$ cat config.mk
export PLATFORM = sky130hd
export DESIGN_NAME = data_access_port
export DESIGN_NICKNAME = d
export VERILOG_FILES = /design/src/source/mem_bus_pkg.sv /design/src/source/data_access_port.sv
export SDC_FILE = /design/constraint.sdc
export NUM_CORES = 1
export LEC_CHECK = 0
export ABC_CLOCK_PERIOD_IN_PS = 2800
export BUFFER_PORTS_ARGS = -buffer_cell sky130_fd_sc_hd__buf_2
export CAP_MARGIN = 20
export CORE_MARGIN = 5
export CORE_UTILIZATION = 30
export DETAILED_ROUTE_END_ITERATION = 16
export SYNTH_ARGS = -nofsm -noshare
export SYNTH_HDL_FRONTEND = slang
export SYNTH_SLANG_ARGS = --single-unit
$ cat constraint.sdc
create_clock -name clock -period 2.8 [get_ports clock]
set_clock_uncertainty 0.15 [all_clocks]
set_input_delay 0.7 -clock clock [delete_from_list [all_inputs] [get_ports clock]]
set_output_delay 0.7 -clock clock [all_outputs]
set_load 0.03 [all_outputs]
$ cat src/source/mem_bus_pkg.sv
`default_nettype none

package mem_bus_pkg;

  typedef logic [31:0] addr_t; // byte address
  typedef logic [31:0] word_t;

  // one request beat, held by the master until accepted
  typedef struct packed {
    addr_t addr;
    logic  write;
    word_t wdata;
    logic  burst; // two-beat line read
  } bus_req_t;

  typedef struct packed {
    word_t rdata;
    logic  last;
  } bus_rsp_t;

  // master 0 is the data port, master 1 the fetch unit
  localparam int num_masters = 2;

endpackage

`default_nettype wire
$ cat src/source/data_access_port.sv
`default_nettype none

module data_access_port (
  input  wire logic                  clock,
  input  wire logic                  reset,
  input  wire logic                  data_req,
  input  wire mem_bus_pkg::bus_req_t data_cmd,
  output logic                       data_ack,
  output mem_bus_pkg::word_t         data_rdata,
  output logic                       bus_req_valid,
  output mem_bus_pkg::bus_req_t      bus_req,
  input  wire logic                  bus_req_ready,
  input  wire logic                  bus_rsp_valid,
  input  wire mem_bus_pkg::bus_rsp_t bus_rsp,
  output logic                       bus_rsp_ready
);
  import mem_bus_pkg::*;

  typedef enum logic [1:0] {idle, issue, wait_rsp, ack} state_t;

  state_t   state;
  bus_req_t cmd_q;

  assign bus_req_valid = (state == issue);
  assign bus_req       = cmd_q;
  assign bus_rsp_ready = (state == wait_rsp);
  assign data_ack      = (state == ack);

  always_ff @(posedge clock) begin
    if (reset) begin
      state <= idle;
    end else begin
      case (state)
        idle:     if (data_req) state <= issue;
        issue:    if (bus_req_ready) state <= wait_rsp;
        wait_rsp: if (bus_rsp_valid && bus_rsp.last) state <= ack;
        ack:      if (!data_req) state <= idle; // four-phase return
      endcase
    end
  end

  always_ff @(posedge clock) begin
    if (state == idle && data_req) begin
      cmd_q       <= data_cmd;
      cmd_q.burst <= 1'b0; // always a single beat
    end
    if (bus_rsp_valid && bus_rsp_ready) data_rdata <= bus_rsp.rdata;
  end

  assert property (@(posedge clock) disable iff (reset) $rose(data_ack) |-> data_req);

endmodule

`default_nettype wire

==> impl_metrics.env <==
export IMPL_gp_congestion=0.747
export IMPL_cts_tree="yes"
export IMPL_hold_depth=1
export IMPL_die_area_um2=12500
export IMPL_wl_per_cell_um=16.6
export IMPL_ctsHoldBuffers=0
export IMPL_synth_distinct_cells=15
export IMPL_cts_buffers=9
export IMPL_p_seq_share_pct=49.7
export IMPL_max_cap_violations=0
export IMPL_ant_nets=0
export IMPL_drt_pre_antenna_iters=4
export IMPL_synth_cells=120
export IMPL_crit_slowest_cell="dfxtp_1"
export IMPL_grt_total_usage_pct=11.8
export IMPL_antenna_found_initial=0
export IMPL_p_comb_share_pct=28.7
export IMPL_grt_remaining_overflow=0
export IMPL_p_int_mw=2.72
export IMPL_critical_path_max_fanout=4
export IMPL_grt_pass1_wl_um=11000
export IMPL_antenna_diode_count=0
export IMPL_cp_endpoint="bus_rsp_ready"
export IMPL_powerDensity_nw_per_um2=923
export IMPL_cts_resized=0
export IMPL_rrSetupSlack_ns=1.03
export IMPL_worst_skew_pair_late_latency_ns=0.35
export IMPL_yosys_most_used_dff="edfxtp_1"
export IMPL_syn_avg_cell_area_um2=26.0
export IMPL_synth_top_area_share_pct=93.4
export IMPL_fin_setup_tns_ns=0
export IMPL_fmax_mhz=466
export IMPL_async_flop_share_pct=0
export IMPL_fin_crit_sh_pct=76.7
export IMPL_synthesis_nets=229
export IMPL_dr_first_iter_drc_count=88
export IMPL_die_width_um=112
export IMPL_cts_sinks=99
export IMPL_yosysMostFrequentCell="edfxtp_1"
export IMPL_nets=443
export IMPL_rows=37
export IMPL_fin_ws_ns=0.652
export IMPL_ir_worst_vdd_mv=0.374
export IMPL_initial_core_util_pct=30.5
export IMPL_hpwlAfterDp_um=6140
export IMPL_synth_edf_count=97
export IMPL_ys_seq_area_share_pct=94.7
export IMPL_pin_count=205
export IMPL_reg2reg_depth=5
export IMPL_via_per_inst=4.08
export IMPL_cp_cell_sequence="inv_1, ha_1, buf_2"
export IMPL_die_y_um=112
export IMPL_coreArea_um2=10200
export IMPL_final_core_util_pct=44.1
export IMPL_syn_area_um2=3120
export IMPL_layout_drive_gt1_share_pct=64.9
export IMPL_cp_arrival_ns=1.30
export IMPL_maxSlewViolCount=0
export IMPL_swShare_pct=34.7
export IMPL_cts_setup_buffers=0
export IMPL_pre_cts_ws_ns=0.901
export IMPL_cpPeakStageDelay_ns=0.40
export IMPL_synth_area_top_cells="edfxtp_1 (93%), ha_1 (2.0%), dfxtp_1 (1.3%), mux2_4 (0.48%), inv_1 (0.36%)"
export IMPL_critPathLaunchType="register"
export IMPL_ys_warn_count=0
export IMPL_p_clk_share_pct=21.6
export IMPL_crit_type="reg2out"
export IMPL_clkSlewWorstSetupHoldPaths_ns=0.10
export IMPL_critPathLaunch="state[0]"
export IMPL_synth_seq_cells=99
export IMPL_root_buffer="clkbuf_8"
export IMPL_p_leak_nw=1.92
export IMPL_finalHoldViolations=0
export IMPL_yosysTopAreaCell="edfxtp_1"
export IMPL_clock_path_buffers=2
export IMPL_portBuffers=202
export IMPL_required_ns=1.95
export IMPL_rsz0062_at_grt="no"
export IMPL_htree_num_levels=3
export IMPL_crit_path_end_kind="primary output"
export IMPL_hold_class="in2reg"
export IMPL_num_vias=1936
export IMPL_layout_min_cycle_time_ns=2.15
export IMPL_outcome="complete, no violations"
export IMPL_drc=0
export IMPL_syn_to_final_growth_pct=44.6
export IMPL_power_switching_mw=1.45
export IMPL_timing_rr_start="state[0]"
export IMPL_timing_rr_end="state[0]"
export IMPL_setup_viol=0
export IMPL_grt_max_degree=66
export IMPL_drt_wl_total_um=7870
export IMPL_ys_top_cells_by_count="edfxtp_1 (97), ha_1 (5), inv_1 (3), nand2_1 (3), dfxtp_1 (2)"
export IMPL_nFillCells=919
export IMPL_place_inst=459
export IMPL_total_power_mw=4.17
export IMPL_grt_pass1_vias=1998
export IMPL_final_cells=475
==> state kept, by name, indices dropped and copies added, names as in the netlist <==
name,flops
data_rdata,32
state,2
bus_req,65
==> cell usage in the layout (no fill, tap or decap), drive strengths merged, types with 2 or more instances in the layout <==
| master | instances |
|---|---|
| clkbuf | 10 |
| nand2 | 3 |
| ha | 5 |
| clkinv | 3 |
| dfxtp | 2 |
| and2 | 2 |
| buf | 204 |
| inv | 4 |
| edfxtp | 97 |
==> power groups by stage <==
stage | clock, mW | sequential, mW | combinational, mW
CTS | 0.932 | 2.08 | 1.21
detailed placement | 0 | 2.11 | 1.21
global route | 0.999 | 2.10 | 1.27
finish | 0.899 | 2.07 | 1.20
global placement | 0 | 2.10 | 1.20
floorplan | 0 | 2.64 | 0.256
==> worst max-delay path: cells and delay by family (launching register included) <==
kind / cells / cell delay [ns]
buffers and inverters: 2 / 0.30
flip-flops: 1 / 0.40
adder cells (fa/ha/maj): 1 / 0.25
==> per-stage QoR <==
| step | instance area (um2) | hold WS [ns] |
|---|---|---|
| floorplan | 3120 | 0.318 |
| global placement | 4320 | 0.335 |
| detailed placement | 4320 | 0.356 |
| CTS | 4510 | 0.336 |
| global route | 4510 | 0.333 |
| finish | 4510 | 0.357 |
==> routing by layer <==
layer	GRT usage, %	up-vias	wire (um)
met5	0	-	0
met4	5.05	0	110
met3	5.27	8	939
met2	20.1	124	3870
met1	12.6	909	2950
li1	-	895	-
==> worst min path at each step <==
stage                               end   startpoint
final                        bus_req[9]  data_cmd[9]
after global routing         bus_req[9]  data_cmd[9]
after CTS                 data_rdata[9]  bus_rsp[10]
after detailed placement       state[1]     state[1]
after global placement         state[1]     state[1]
after floorplan                state[1]     state[1]
==> kinds of logic (layout without fill, tap and decap cells) <==
group | Yosys count | in the layout | synth area share (%)
AOI/OAI and AO/OA | 2 | 2 | 0.562
and+or+nand+nor | 7 | 7 | 1.24
buffers and inverters | 4 | 223 | 0.602
muxes | 2 | 2 | 0.802
DFF | 99 | 99 | 94.7
adders and majority gates | 5 | 5 | 2.01
other | 1 | 1 | 0.120
==> cell type report <==
type / count / area (um2) / area share (%)
multi-input cells: 17 / 148 / 3.27
flip-flops and latches: 99 / 2950 / 65.4
well taps: 136 / 170 / 3.77
repair buffers: 204 / 1040 / 23.0
clock inverters: 6 / 63.8 / 1.41
clock buffers: 10 / 128 / 2.83
inverters: 3 / 11.3 / 0.250
No activity file was read; power rests on OpenSTA's default activity.
