## config.mk

```make
export PLATFORM = sky130hd
export DESIGN_NAME = inst_fetch_unit
export DESIGN_NICKNAME = d
export VERILOG_FILES = /design/src/source/fetch_pkg.sv /design/src/source/mem_bus_pkg.sv /design/src/source/inst_fetch_unit.sv
export SDC_FILE = /design/constraint.sdc
export NUM_CORES = 1
export LEC_CHECK = 0
export BUFFER_PORTS_ARGS = -buffer_cell sky130_fd_sc_hd__clkbuf_2
export CAP_MARGIN = 0
export CELL_PAD_IN_SITES_DETAIL_PLACEMENT = 1
export CELL_PAD_IN_SITES_GLOBAL_PLACEMENT = 1
export CORE_MARGIN = 2
export CORE_UTILIZATION = 55
export CTS_CLUSTER_DIAMETER = 40
export DETAILED_ROUTE_END_ITERATION = 8
export HOLD_SLACK_MARGIN = 0.03
export PLACE_DENSITY_LB_ADDON = 0.1
export SKIP_LAST_GASP = 1
export SYNTH_ARGS = -nofsm -noshare
export SYNTH_HDL_FRONTEND = slang
export SYNTH_SLANG_ARGS = --single-unit
```

## constraint.sdc

```tcl
create_clock -name clock -period 11.6 [get_ports clock]
set_input_delay 0.58 -clock clock [delete_from_list [all_inputs] [get_ports clock]]
set_output_delay 0.58 -clock clock [all_outputs]
set_load 0.02 [all_outputs]
```

## src/source/fetch_pkg.sv

```systemverilog
`default_nettype none

package fetch_pkg;

  typedef logic [31:0] pc_t;
  typedef logic [31:0] inst_t;

  // what the decoder sees
  typedef struct packed {
    pc_t   pc;
    inst_t inst;
  } fetch_out_t;

  localparam int line_offset_bits = 3; // two words per line

endpackage

`default_nettype wire

```

## src/source/mem_bus_pkg.sv

```systemverilog
`default_nettype none

package mem_bus_pkg;

  typedef logic [31:0] addr_t; // byte address
  typedef logic [31:0] word_t;

  // one request beat, held by the master until accepted
  typedef struct packed {
    addr_t addr;
    logic  write;
    word_t wdata;
    logic  burst; // two-beat line read
  } bus_req_t;

  typedef struct packed {
    word_t rdata;
    logic  last;
  } bus_rsp_t;

  // master 0 is the data port, master 1 the fetch unit
  localparam int num_masters = 2;

endpackage

`default_nettype wire
```

## src/source/inst_fetch_unit.sv

```systemverilog
`default_nettype none

module inst_fetch_unit #(
  parameter fetch_pkg::pc_t reset_pc   = 32'h0000_0000,
  parameter int             index_bits = 3
) (
  input  wire logic                  clock,
  input  wire logic                  reset,
  input  wire logic                  redirect_valid,
  input  wire fetch_pkg::pc_t        redirect_pc,
  input  wire logic                  invalidate,
  output logic                       fetch_valid,
  output fetch_pkg::fetch_out_t      fetch_out,
  input  wire logic                  fetch_ready,
  output logic                       bus_req_valid,
  output mem_bus_pkg::bus_req_t      bus_req,
  input  wire logic                  bus_req_ready,
  input  wire logic                  bus_rsp_valid,
  input  wire mem_bus_pkg::bus_rsp_t bus_rsp,
  output logic                       bus_rsp_ready
);
  import fetch_pkg::*;

  localparam int lines    = 1 << index_bits;
  localparam int tag_bits = 32 - index_bits - line_offset_bits;

  typedef enum logic [1:0] {lookup, request, receive, drain} state_t;

  state_t                state;
  pc_t                   pc;
  pc_t                   line_addr; // line being refilled
  logic                  flush_pending;
  logic                  refill_void;
  logic [lines-1:0]      line_valid;
  logic [tag_bits-1:0]   line_tag [lines];
  inst_t                 line_data [lines][2];
  logic [index_bits-1:0] pc_index;
  logic [index_bits-1:0] fill_index;
  logic [tag_bits-1:0]   pc_tag;
  logic                  hit;
  logic                  slot_free;
  logic                  rsp_fire;

  assign pc_index   = pc[line_offset_bits +: index_bits];
  assign pc_tag     = pc[31 -: tag_bits];
  assign fill_index = line_addr[line_offset_bits +: index_bits];
  assign hit        = line_valid[pc_index] && (line_tag[pc_index] == pc_tag);
  assign slot_free  = !fetch_valid || fetch_ready;
  assign rsp_fire   = bus_rsp_valid && bus_rsp_ready;

  assign bus_req_valid = (state == request);
  assign bus_req       = '{addr: line_addr, write: 1'b0, wdata: '0, burst: 1'b1};
  assign bus_rsp_ready = (state == receive) || (state == drain);

  always_ff @(posedge clock) begin
    if (reset) begin
      state         <= lookup;
      pc            <= reset_pc;
      line_addr     <= '0;
      fetch_valid   <= 1'b0;
      flush_pending <= 1'b0;
      refill_void   <= 1'b0;
      line_valid    <= '0;
    end else begin
      case (state)
        lookup: begin
          if (redirect_valid) begin
            pc          <= redirect_pc;
            fetch_valid <= 1'b0;
          end else if (slot_free) begin
            if (hit) begin
              fetch_out.pc   <= pc;
              fetch_out.inst <= line_data[pc_index][pc[2]];
              fetch_valid    <= 1'b1;
              pc             <= pc + 32'd4;
            end else begin
              fetch_valid          <= 1'b0;
              line_valid[pc_index] <= 1'b0; // line is about to be overwritten
              line_addr            <= {pc[31:line_offset_bits], {line_offset_bits{1'b0}}};
              flush_pending        <= 1'b0;
              refill_void          <= 1'b0;
              state                <= request;
            end
          end
        end
        request: begin
          if (redirect_valid) begin
            pc            <= redirect_pc;
            flush_pending <= 1'b1;
          end
          if (invalidate) refill_void <= 1'b1;
          if (bus_req_ready) state <= (flush_pending || redirect_valid) ? drain : receive;
        end
        receive: begin
          if (invalidate) refill_void <= 1'b1;
          if (rsp_fire && bus_rsp.last) begin
            line_valid[fill_index] <= !refill_void;
            state                  <= lookup;
            if (redirect_valid) begin
              pc <= redirect_pc;
            end else begin
              fetch_out.pc   <= pc;
              fetch_out.inst <= pc[2] ? bus_rsp.rdata : line_data[fill_index][0];
              fetch_valid    <= 1'b1;
              pc             <= pc + 32'd4;
            end
          end else if (redirect_valid) begin
            pc    <= redirect_pc;
            state <= drain; // let the burst finish, drop its data
          end
        end
        drain: begin
          if (redirect_valid) pc <= redirect_pc;
          if (rsp_fire && bus_rsp.last) state <= lookup;
        end
      endcase
      if (invalidate) line_valid <= '0;
    end
  end

  // even word first, last flags the odd one
  always_ff @(posedge clock) begin
    if (state == receive && rsp_fire) begin
      line_data[fill_index][bus_rsp.last] <= bus_rsp.rdata;
      if (bus_rsp.last) line_tag[fill_index] <= line_addr[31 -: tag_bits];
    end
  end

  // decoder stall must hold the instruction
  assert property (@(posedge clock) disable iff (reset)
    fetch_valid && !fetch_ready |=> $stable(fetch_out));

endmodule

`default_nettype wire

```

==> flow_metrics.env, run 1 <==
export IMPL_power_frac_clock=0.390
export IMPL_power_frac_seq=0.391
export IMPL_design_area_um2=43400
export IMPL_fin_tns_setup_ps=0
export IMPL_power_density_nw_per_um2=225
export IMPL_crit_family="buffers and inverters"
export IMPL_clkTransAtPathRegs_ps=60
export IMPL_syn_area_um2=37500
export IMPL_path_max_fanout=145
export IMPL_first_global_vias=23100
export IMPL_cts_tree="yes"
export IMPL_peakVddDrop_uv=137
export IMPL_synth_top_cell_area_share=0.628
export IMPL_crit_type="register to register"
export IMPL_synth_warnings=0
export IMPL_clk_latency_ps=670
export IMPL_numPortBuffers=167
export IMPL_synthArstFlopShare=0
export IMPL_cts_num_sinks=864
export IMPL_clock_path_buffers=3
export IMPL_die_w_um=265
export IMPL_synth_edff_count=784
export IMPL_cts_resized=0
export IMPL_ys_seq_area_frac=0.671
export IMPL_yosys_area_top_type="edfxtp_1"
export IMPL_hold_buffers=0
export IMPL_min_period_over_period=0.482
export IMPL_status="finished, final reports clean"
export IMPL_vias_per_cell=6.55
export IMPL_crit_chain="buf_12, mux4_2, mux2i_1, xnor2_1, nand4_1, or4_4, nor4_4, buf_4, o2111a_4, buf_4"
export IMPL_worst_slew_pin_slew_ps=1370
export IMPL_overflow=0
export IMPL_die_area_um2=70300
export IMPL_fillers=5751
export IMPL_grt_pass1_wl_um=153000
export IMPL_finalMaxSlewViolations=0
export IMPL_p_int_w=0.00692
export IMPL_syn_avg_cell_area_um2=17.5
export IMPL_drtPass1Iterations=7
export IMPL_syn_instance_count=2145
export IMPL_p_leak_nw=14.0
export IMPL_slowest_stage="buf_12"
export IMPL_post_cts_buffers=0
export IMPL_ys_flop_type="edfxtp_1"
export IMPL_dpl_instance_area_um2=39200
export IMPL_cts_max_level=3
export IMPL_switchingPower_w=0.00285
export IMPL_root_buffer="clkbuf_16"
export IMPL_io_pins=205
export IMPL_timing_fmax_ghz=0.179
export IMPL_worstPathArrival_ps=5870
export IMPL_hp_class="input pin to register"
export IMPL_wire_per_inst_um=31.4
export IMPL_setup_violations=0
export IMPL_maxCapViolCount=0
export IMPL_crit_path_max_incr_delay_ps=650
export IMPL_dp_hpwl_um=57900
export IMPL_antenna_found_initial=1
export IMPL_nets=2397
export IMPL_grtUsageTotal=0.297
export IMPL_start_kind="register"
export IMPL_place_congestion=0.865
export IMPL_final_util=0.645
export IMPL_cp_required_ps=11880
export IMPL_route_vias_total=21600
export IMPL_rsz0062_at_grt="false"
export IMPL_initial_core_util=0.557
export IMPL_synthTopCellsByArea="edfxtp_1 63%, mux4_2 15%, dfxtp_1 4.3%, mux2_2 3.2%, mux2i_1 1.6%"
export IMPL_finClkSkew_ps=27.5
export IMPL_die_height_um=265
export IMPL_area_growth_pct=15.8
export IMPL_crit_buf_inv=3
export IMPL_ys_seq_elements=864
export IMPL_power_w=0.00977
export IMPL_cts_buffers=116
export IMPL_swShare=0.292
export IMPL_coreArea_um2=67300
export IMPL_p_comb_frac=0.220
export IMPL_initialDrtViolationCount=2293
export IMPL_finalWirelength_um=103000
export IMPL_hold_viol=0
export IMPL_slew_headroom=0.0803
export IMPL_drc=0
export IMPL_rows=95
export IMPL_fin_crit_ps=5590
export IMPL_critPathCaptureType="register"
export IMPL_cpMostUsedCell="buf_4"
export IMPL_drive_gt1_frac=0.340
export IMPL_grt_start_max_net_pins=146
export IMPL_postRouteAntennaNets=0
export IMPL_ys_types=68
==> worst paths after layout <==
check	endpoint	from	slack, ps	cells past startpoint
hold / removal	register	redirect_pc[0]	160	3
setup / recovery	fetch_out[21]$_DFFE_PP_	register	6010	10
setup reg to reg	fetch_out[21]$_DFFE_PP_	register	6010	10
hold reg to reg	fetch_out[32]$_DFFE_PP_	register	440	0
==> cells by family (layout without fill, tap and decap cells) <==
kind of cell / Yosys count / after routing / share of synthesized area
buffers and inverters: 214 / 454 / 0.0266
other: 2 / 38 / 0.000200
multiplexers: 417 / 417 / 0.199
flip-flops: 864 / 864 / 0.671
AND/OR/NAND/NOR: 277 / 277 / 0.0378
XOR/XNOR: 30 / 30 / 0.00701
adder cells (fa/ha/maj): 5 / 5 / 0.00167
AO/OA/AOI/OAI: 336 / 336 / 0.0573
==> layout by cell type (no fill, tap or decap), drive strengths merged, types with 6 or more instances in the layout <==
cell type / synthesis / final
or2: 7 / 7
xor2: 15 / 15
nor3: 21 / 21
dfxtp: 80 / 80
mux4: 251 / 251
a22oi: 12 / 12
bufinv: 0 / 21
o21a: 7 / 7
o21ai: 82 / 82
xnor2: 15 / 15
buf: 97 / 56
and3: 6 / 6
a22o: 8 / 8
conb: 2 / 37
mux2i: 61 / 61
nand2: 52 / 52
nand2b: 7 / 7
a311oi: 16 / 16
o211ai: 12 / 12
clkinvlp: 0 / 13
nand3: 71 / 71
nor2: 49 / 49
inv: 11 / 36
or3: 9 / 9
nand4: 14 / 14
a21oi: 103 / 103
edfxtp: 784 / 784
clkinv: 2 / 28
a31oi: 20 / 20
mux2: 105 / 105
clkbuf: 104 / 300
o22ai: 6 / 6
nor2b: 10 / 10
nand3b: 7 / 7
a21boi: 17 / 17
o221ai: 16 / 16
nor4: 10 / 10
==> registers in the layout (all words and copies together), names as in the netlist, named ones only <==
register,count
fetch_out,64
fetch_valid,1
flush_pending,1
line_addr,29
line_data,512
line_tag,208
line_valid,8
pc,30
refill_void,1
state,2
==> worst min-delay path, delay by kind of cell <==
family | cells | cell delay (ps)
simple gates | 1 | 80
mux | 1 | 60
buf+inv | 1 | 80
==> power groups by stage <==
stage	sequential [W]	combinational, W	clock (W)
6_report	0.00382	0.00215	0.00381
5_1_grt	0.00383	0.00230	0.00395
4_1_cts	0.00382	0.00215	0.00385
3_5_place_dp	0.00388	0.00213	0
3_3_place_gp	0.00387	0.00207	0
2_1_floorplan	0.00377	0.00155	0
==> cell usage after synthesis (all sizes together), types with 20 or more instances <==
cell / n
edfxtp: 784
mux4: 251
mux2: 105
clkbuf: 104
a21oi: 103
buf: 97
o21ai: 82
dfxtp: 80
nand3: 71
mux2i: 61
nand2: 52
nor2: 49
nor3: 21
a31oi: 20
==> per-layer routing <==
layer	share of wire	track usage
met3	0.061	0.0465
met2	0.51	0.506
met5	0	0
met4	0.035	0.110
met1	0.39	0.389
==> stage by stage <==
step | setup WS, ps | hold WS (ps) | instances
2_1_floorplan | 5970 | 403 | 2180
5_1_grt | 5740 | 173 | 3294
6_report | 6010 | 161 | 3294
3_3_place_gp | 6010 | 413 | 3075
3_5_place_dp | 5980 | 423 | 3075
4_1_cts | 5920 | 142 | 3293
==> area by class of cell <==
cell class              instances  area, um2  share of cell area
inverters                      13       48.8             0.00112
clock buffers                 133       3050              0.0703
clock inverters                85       1130              0.0261
multi-input cells            1102      11600               0.268
diodes                          1       2.50           0.0000577
well taps                     873       1090              0.0252
repair buffers                223       1280              0.0295
flip-flops and latches        864      25200               0.580
Power figures use the tool's default switching activity.
==> run 2, diff against run 1 <==
CORE_UTILIZATION = 53   (was 55)
clock period = 5.75 ns   (was 11.6 ns; I/O delays follow)
==> flow_metrics.env, run 2 (same netlist as run 1, synthesis figures left out) <==
export IMPL_crit_type="register to register"
export IMPL_crit_chain="buf_4, nand2_1, o22ai_1, or3_1, nand4_1, or4_1, nor4_4, o2111a_4, buf_12"
export IMPL_grt_pass1_wl_um=158000
export IMPL_place_congestion=0.872
export IMPL_numPortBuffers=167
export IMPL_vias_per_cell=6.42
export IMPL_antenna_found_initial=1
export IMPL_min_period_over_period=0.759
export IMPL_initialDrtViolationCount=1885
export IMPL_grt_start_max_net_pins=72
export IMPL_io_pins=205
export IMPL_p_leak_nw=14.5
export IMPL_power_density_nw_per_um2=458
export IMPL_timing_final_ws_setup_ps=1380
export IMPL_area_growth_pct=18.2
export IMPL_largest_register="line_data"
export IMPL_peakVddDrop_uv=295
export IMPL_worst_slew_pin_slew_ps=1220
export IMPL_root_buffer="clkbuf_16"
export IMPL_hold_buffers=37
export IMPL_drtPass1Iterations=5
export IMPL_die_area_um2=72900
export IMPL_status="finished, final reports clean"
export IMPL_critPathCaptureType="register"
export IMPL_first_global_vias=24000
export IMPL_nets=2464
export IMPL_rsz0062_at_grt="false"
export IMPL_final_cell_mix="784 x edfxtp_1, 251 x mux4_2, 167 x clkbuf_2, 137 x clkbuf_16, 105 x mux2_2"
export IMPL_overflow=0
export IMPL_cp_required_ps=6140
export IMPL_fin_tns_setup_ps=0
export IMPL_path_max_fanout=37
export IMPL_final_common_cell="edfxtp_1"
export IMPL_power_w=0.0203
export IMPL_finalWirelength_um=105000
export IMPL_finalMaxSlewViolations=0
export IMPL_coreArea_um2=70000
export IMPL_fin_crit_ps=4370
export IMPL_finClkSkew_ps=32.5
export IMPL_cts_resized=0
export IMPL_start_kind="register"
export IMPL_post_cts_buffers=0
export IMPL_clkTransAtPathRegs_ps=60
export IMPL_slew_headroom=0.184
export IMPL_fillers=6038
export IMPL_cts_tree="yes"
export IMPL_rows=97
export IMPL_drc=0
export IMPL_holdWs_ps=65.9
export IMPL_hold_viol=0
export IMPL_antennaDiodeCount=0
export IMPL_pre_cts_ws_ps=1300
export IMPL_clk_latency_ps=710
export IMPL_hp_class="input pin to register"
export IMPL_final_util=0.633
export IMPL_cts_max_level=4
export IMPL_wire_per_inst_um=30.7
export IMPL_maxCapViolCount=0
export IMPL_largest_register_ffs=512
export IMPL_die_height_um=270
export IMPL_crit_path_max_incr_delay_ps=760
export IMPL_timing_fmax_ghz=0.229
export IMPL_cts_buffers=130
export IMPL_reg_largest_list="line_data: 512 flops, line_tag: 208 flops, fetch_out: 64 flops"
export IMPL_grtUsageTotal=0.293
export IMPL_setup_violations=0
export IMPL_worstPathArrival_ps=4760
export IMPL_cts_num_sinks=864
export IMPL_drive_gt1_frac=0.340
export IMPL_postRouteAntennaNets=0
export IMPL_initial_core_util=0.535
export IMPL_route_vias_total=22000
export IMPL_die_w_um=270
export IMPL_dp_hpwl_um=61100
export IMPL_slowest_stage="dfxtp_4"
export IMPL_clock_path_buffers=3
## run 2: cell count changes in the layout (fill, tap and decap cells not counted), sizes merged, moves of 7 or more
cell	change
clkbuf	+19
buf	+16
clkinvlp	-7
clkinv	+10
dlygate4sd3	+37
## run 2: worst max-delay path, delay by kind of cell (launching register included)
kind / cells / cell delay, ps
and+or+nand+nor: 5 / 1340
AOI/OAI and AO/OA: 2 / 940
buffers and inverters: 2 / 870
DFF: 1 / 760
## run 2: worst paths after layout
check	startpoint	end	slack, ps	cells past startpoint
max	register	fetch_out[23]$_DFFE_PP_	1380	9
max reg2reg	register	fetch_out[23]$_DFFE_PP_	1380	9
min reg2reg	register	fetch_out[33]$_DFFE_PP_	440	0
min	bus_rsp[25]	line_data[4][56]$_DFFE_PP_	70	1
## run 2: power breakdown
| group | internal (W) | switching [W] |
|---|---|---|
| sequential | 0.00724 | 0.000564 |
| clock | 0.00521 | 0.00297 |
| combinational | 0.00193 | 0.00238 |
| total | 0.0144 | 0.00591 |
## run 2: per-stage QoR
| stage | area [um2] | instances |
|---|---|---|
| CTS | 44300 | 3429 |
| floorplan | 37600 | 2180 |
| finish | 44300 | 3429 |
| global route | 44300 | 3429 |
| detailed placement | 39400 | 3158 |
| global placement | 39400 | 3158 |
## run 2: metal layers
layer	vias up	part of all wire	track usage
met5	-	0	0
met4	0	0.035	0.113
met3	221	0.057	0.0477
met2	825	0.52	0.506
met1	11700	0.39	0.375
li1	9244	-	-
## run 2: cell type report
| class | count | area, um2 | share of cell area |
|---|---|---|---|
| timing repair buffer | 276 | 1780 | 0.0403 |
| multi-input combinational | 1102 | 11600 | 0.262 |
| clock inverter | 82 | 1020 | 0.0230 |
| inverter | 13 | 48.8 | 0.00110 |
| clock buffer | 152 | 3490 | 0.0789 |
| tap | 940 | 1180 | 0.0265 |
| sequential | 864 | 25200 | 0.568 |
==> run 3, diff against run 2 <==
CORE_UTILIZATION = 48   (was 53)
clock period = 3.9 ns   (was 5.75 ns; I/O delays follow)
==> flow_metrics.env, run 3 (same netlist as run 1, synthesis figures left out) <==
export IMPL_initialDrtViolationCount=1720
export IMPL_power_density_nw_per_um2=661
export IMPL_coreArea_um2=77300
export IMPL_die_height_um=283
export IMPL_hold_viol=0
export IMPL_drive_gt1_frac=0.354
export IMPL_status="finished, final reports clean"
export IMPL_timing_final_ws_setup_ps=166
export IMPL_largest_register_ffs=512
export IMPL_power_frac_seq=0.379
export IMPL_placed_cells=3296
export IMPL_area_sequential_um2=25200
export IMPL_dp_hpwl_um=61200
export IMPL_hp_class="input pin to register"
export IMPL_grtUsageTotal=0.268
export IMPL_grt_start_max_net_pins=93
export IMPL_crit_path_max_incr_delay_ps=570
export IMPL_cpMostUsedCell="buf_4"
export IMPL_swShare=0.295
export IMPL_route_vias_total=22100
export IMPL_finalMaxSlewViolations=0
export IMPL_fin_crit_ps=3730
export IMPL_cts_tree="yes"
export IMPL_place_congestion=0.841
export IMPL_initial_core_util=0.485
export IMPL_io_pins=205
export IMPL_drtPass1Iterations=5
export IMPL_p_leak_nw=14.7
export IMPL_fillers=6966
export IMPL_crit_chain="mux4_2, mux2i_1, xor2_1, nand4_1, or4_4, or4_1, buf_4, buf_4, nand3_1, a21oi_1"
export IMPL_nets=2531
export IMPL_drc=0
export IMPL_start_kind="register"
export IMPL_first_global_vias=24100
export IMPL_root_buffer="clkbuf_16"
export IMPL_multi_input_area_um2=11600
export IMPL_antenna_found_initial=1
export IMPL_area_growth_pct=20.4
export IMPL_slowest_stage="or4_4"
export IMPL_die_w_um=283
export IMPL_peakVddDrop_uv=444
export IMPL_wire_per_inst_um=29.7
export IMPL_fin_cells=3601
export IMPL_postRouteAntennaNets=0
export IMPL_antennaDiodeCount=0
export IMPL_clkTransAtPathRegs_ps=60
export IMPL_rows=102
export IMPL_worst_slew_pin_slew_ps=1200
export IMPL_vias_per_cell=6.13
export IMPL_reg_largest_list="line_data: 512 flops, line_tag: 208 flops, fetch_out: 64 flops"
export IMPL_pre_cts_ws_ps=109
export IMPL_clock_path_buffers=3
export IMPL_cts_max_level=4
export IMPL_holdWs_ps=52.5
export IMPL_die_area_um2=80300
export IMPL_power_frac_clock=0.392
export IMPL_crit_family="simple AND/OR/NAND/NOR gates"
export IMPL_p_comb_frac=0.229
export IMPL_finClkSkew_ps=37.4
export IMPL_numPortBuffers=167
export IMPL_cts_buffers=131
export IMPL_slew_headroom=0.198
export IMPL_switchingPower_w=0.00879
export IMPL_crit_type="register to register"
export IMPL_final_common_cell="edfxtp_1"
export IMPL_finalWirelength_um=107000
export IMPL_cts_num_sinks=864
export IMPL_crit_buf_inv=2
export IMPL_worstPathArrival_ps=4260
export IMPL_final_cell_mix="784 x edfxtp_1, 251 x mux4_2, 167 x clkbuf_2, 136 x clkbuf_16, 105 x mux2_2"
export IMPL_cp_required_ps=4430
export IMPL_min_period_over_period=0.957
export IMPL_timing_fmax_ghz=0.268
export IMPL_clk_latency_ps=710
export IMPL_grt_pass1_wl_um=159000
export IMPL_path_max_fanout=16
export IMPL_maxCapViolCount=0
export IMPL_setup_violations=0
export IMPL_largest_register="line_data"
export IMPL_rsz0062_at_grt="false"
export IMPL_overflow=0
export IMPL_critPathCaptureType="register"
export IMPL_p_int_w=0.0210
-- run 3: path summary, 6_finish.rpt --
path	end	cells after the start	slack (ps)	startpoint
setup / recovery	pc[18]$_SDFFE_PP0N_	10	170	register
hold / removal	register	5	50	redirect_pc[5]
setup reg to reg	pc[18]$_SDFFE_PP0N_	10	170	register
hold reg to reg	fetch_out[33]$_DFFE_PP_	0	430	register
-- run 3: worst register-to-register path, delay by kind of cell, from the launching register on --
| kind | cells | cell delay, ps |
|---|---|---|
| AOI/OAI and AO/OA | 1 | 80 |
| xor gates and xnor gates | 1 | 320 |
| buffers and inverters | 2 | 440 |
| DFF | 1 | 540 |
| muxes | 2 | 810 |
| and+or+nand+nor | 4 | 1380 |
-- run 3: area by class of cell --
cell class,count,share of cell area
Clock buffer,148,0.0771
Clock inverter,92,0.0214
Inverter,13,0.00108
Multi-Input combinational cell,1102,0.258
Sequential cell,864,0.558
Tap cell,1040,0.0288
Timing Repair Buffer,342,0.0561
-- run 3: power by group through the flow --
stage / combinational (W) / sequential [W] / clock (W)
finish: 0.00682 / 0.0113 / 0.0117
global route: 0.00729 / 0.0114 / 0.0123
CTS: 0.00675 / 0.0113 / 0.0119
detailed placement: 0.00666 / 0.0115 / 0
global placement: 0.00653 / 0.0115 / 0
floorplan: 0.00464 / 0.0112 / 0
-- run 3: metrics by stage --
step / utilization / power (W) / instance area [um2] / TNS, ps
4_1_cts: 0.582 / 0.0300 / 45000 / 0
5_1_grt: 0.583 / 0.0309 / 45100 / 0
2_1_floorplan: - / 0.0159 / 37700 / -62100
3_3_place_gp: 0.517 / 0.0180 / 40000 / 0
3_5_place_dp: 0.517 / 0.0182 / 40000 / 0
6_report: 0.583 / 0.0298 / 45100 / 0
-- run 3: what timing repair did --
item,in CTS,in global routing
gates resized for setup,0,4
endpoints found under the hold margin,543,0
buffers inserted,0,10
setup endpoints to repair,0,85
hold buffers,55,0
-- run 3: routing by layer --
layer	up-vias	share of wire	global-route usage
li1	9391	-	-
met2	702	0.53	0.471
met4	2	0.029	0.0940
met1	11800	0.39	0.337
met5	-	0.00012	0
met3	193	0.049	0.0454
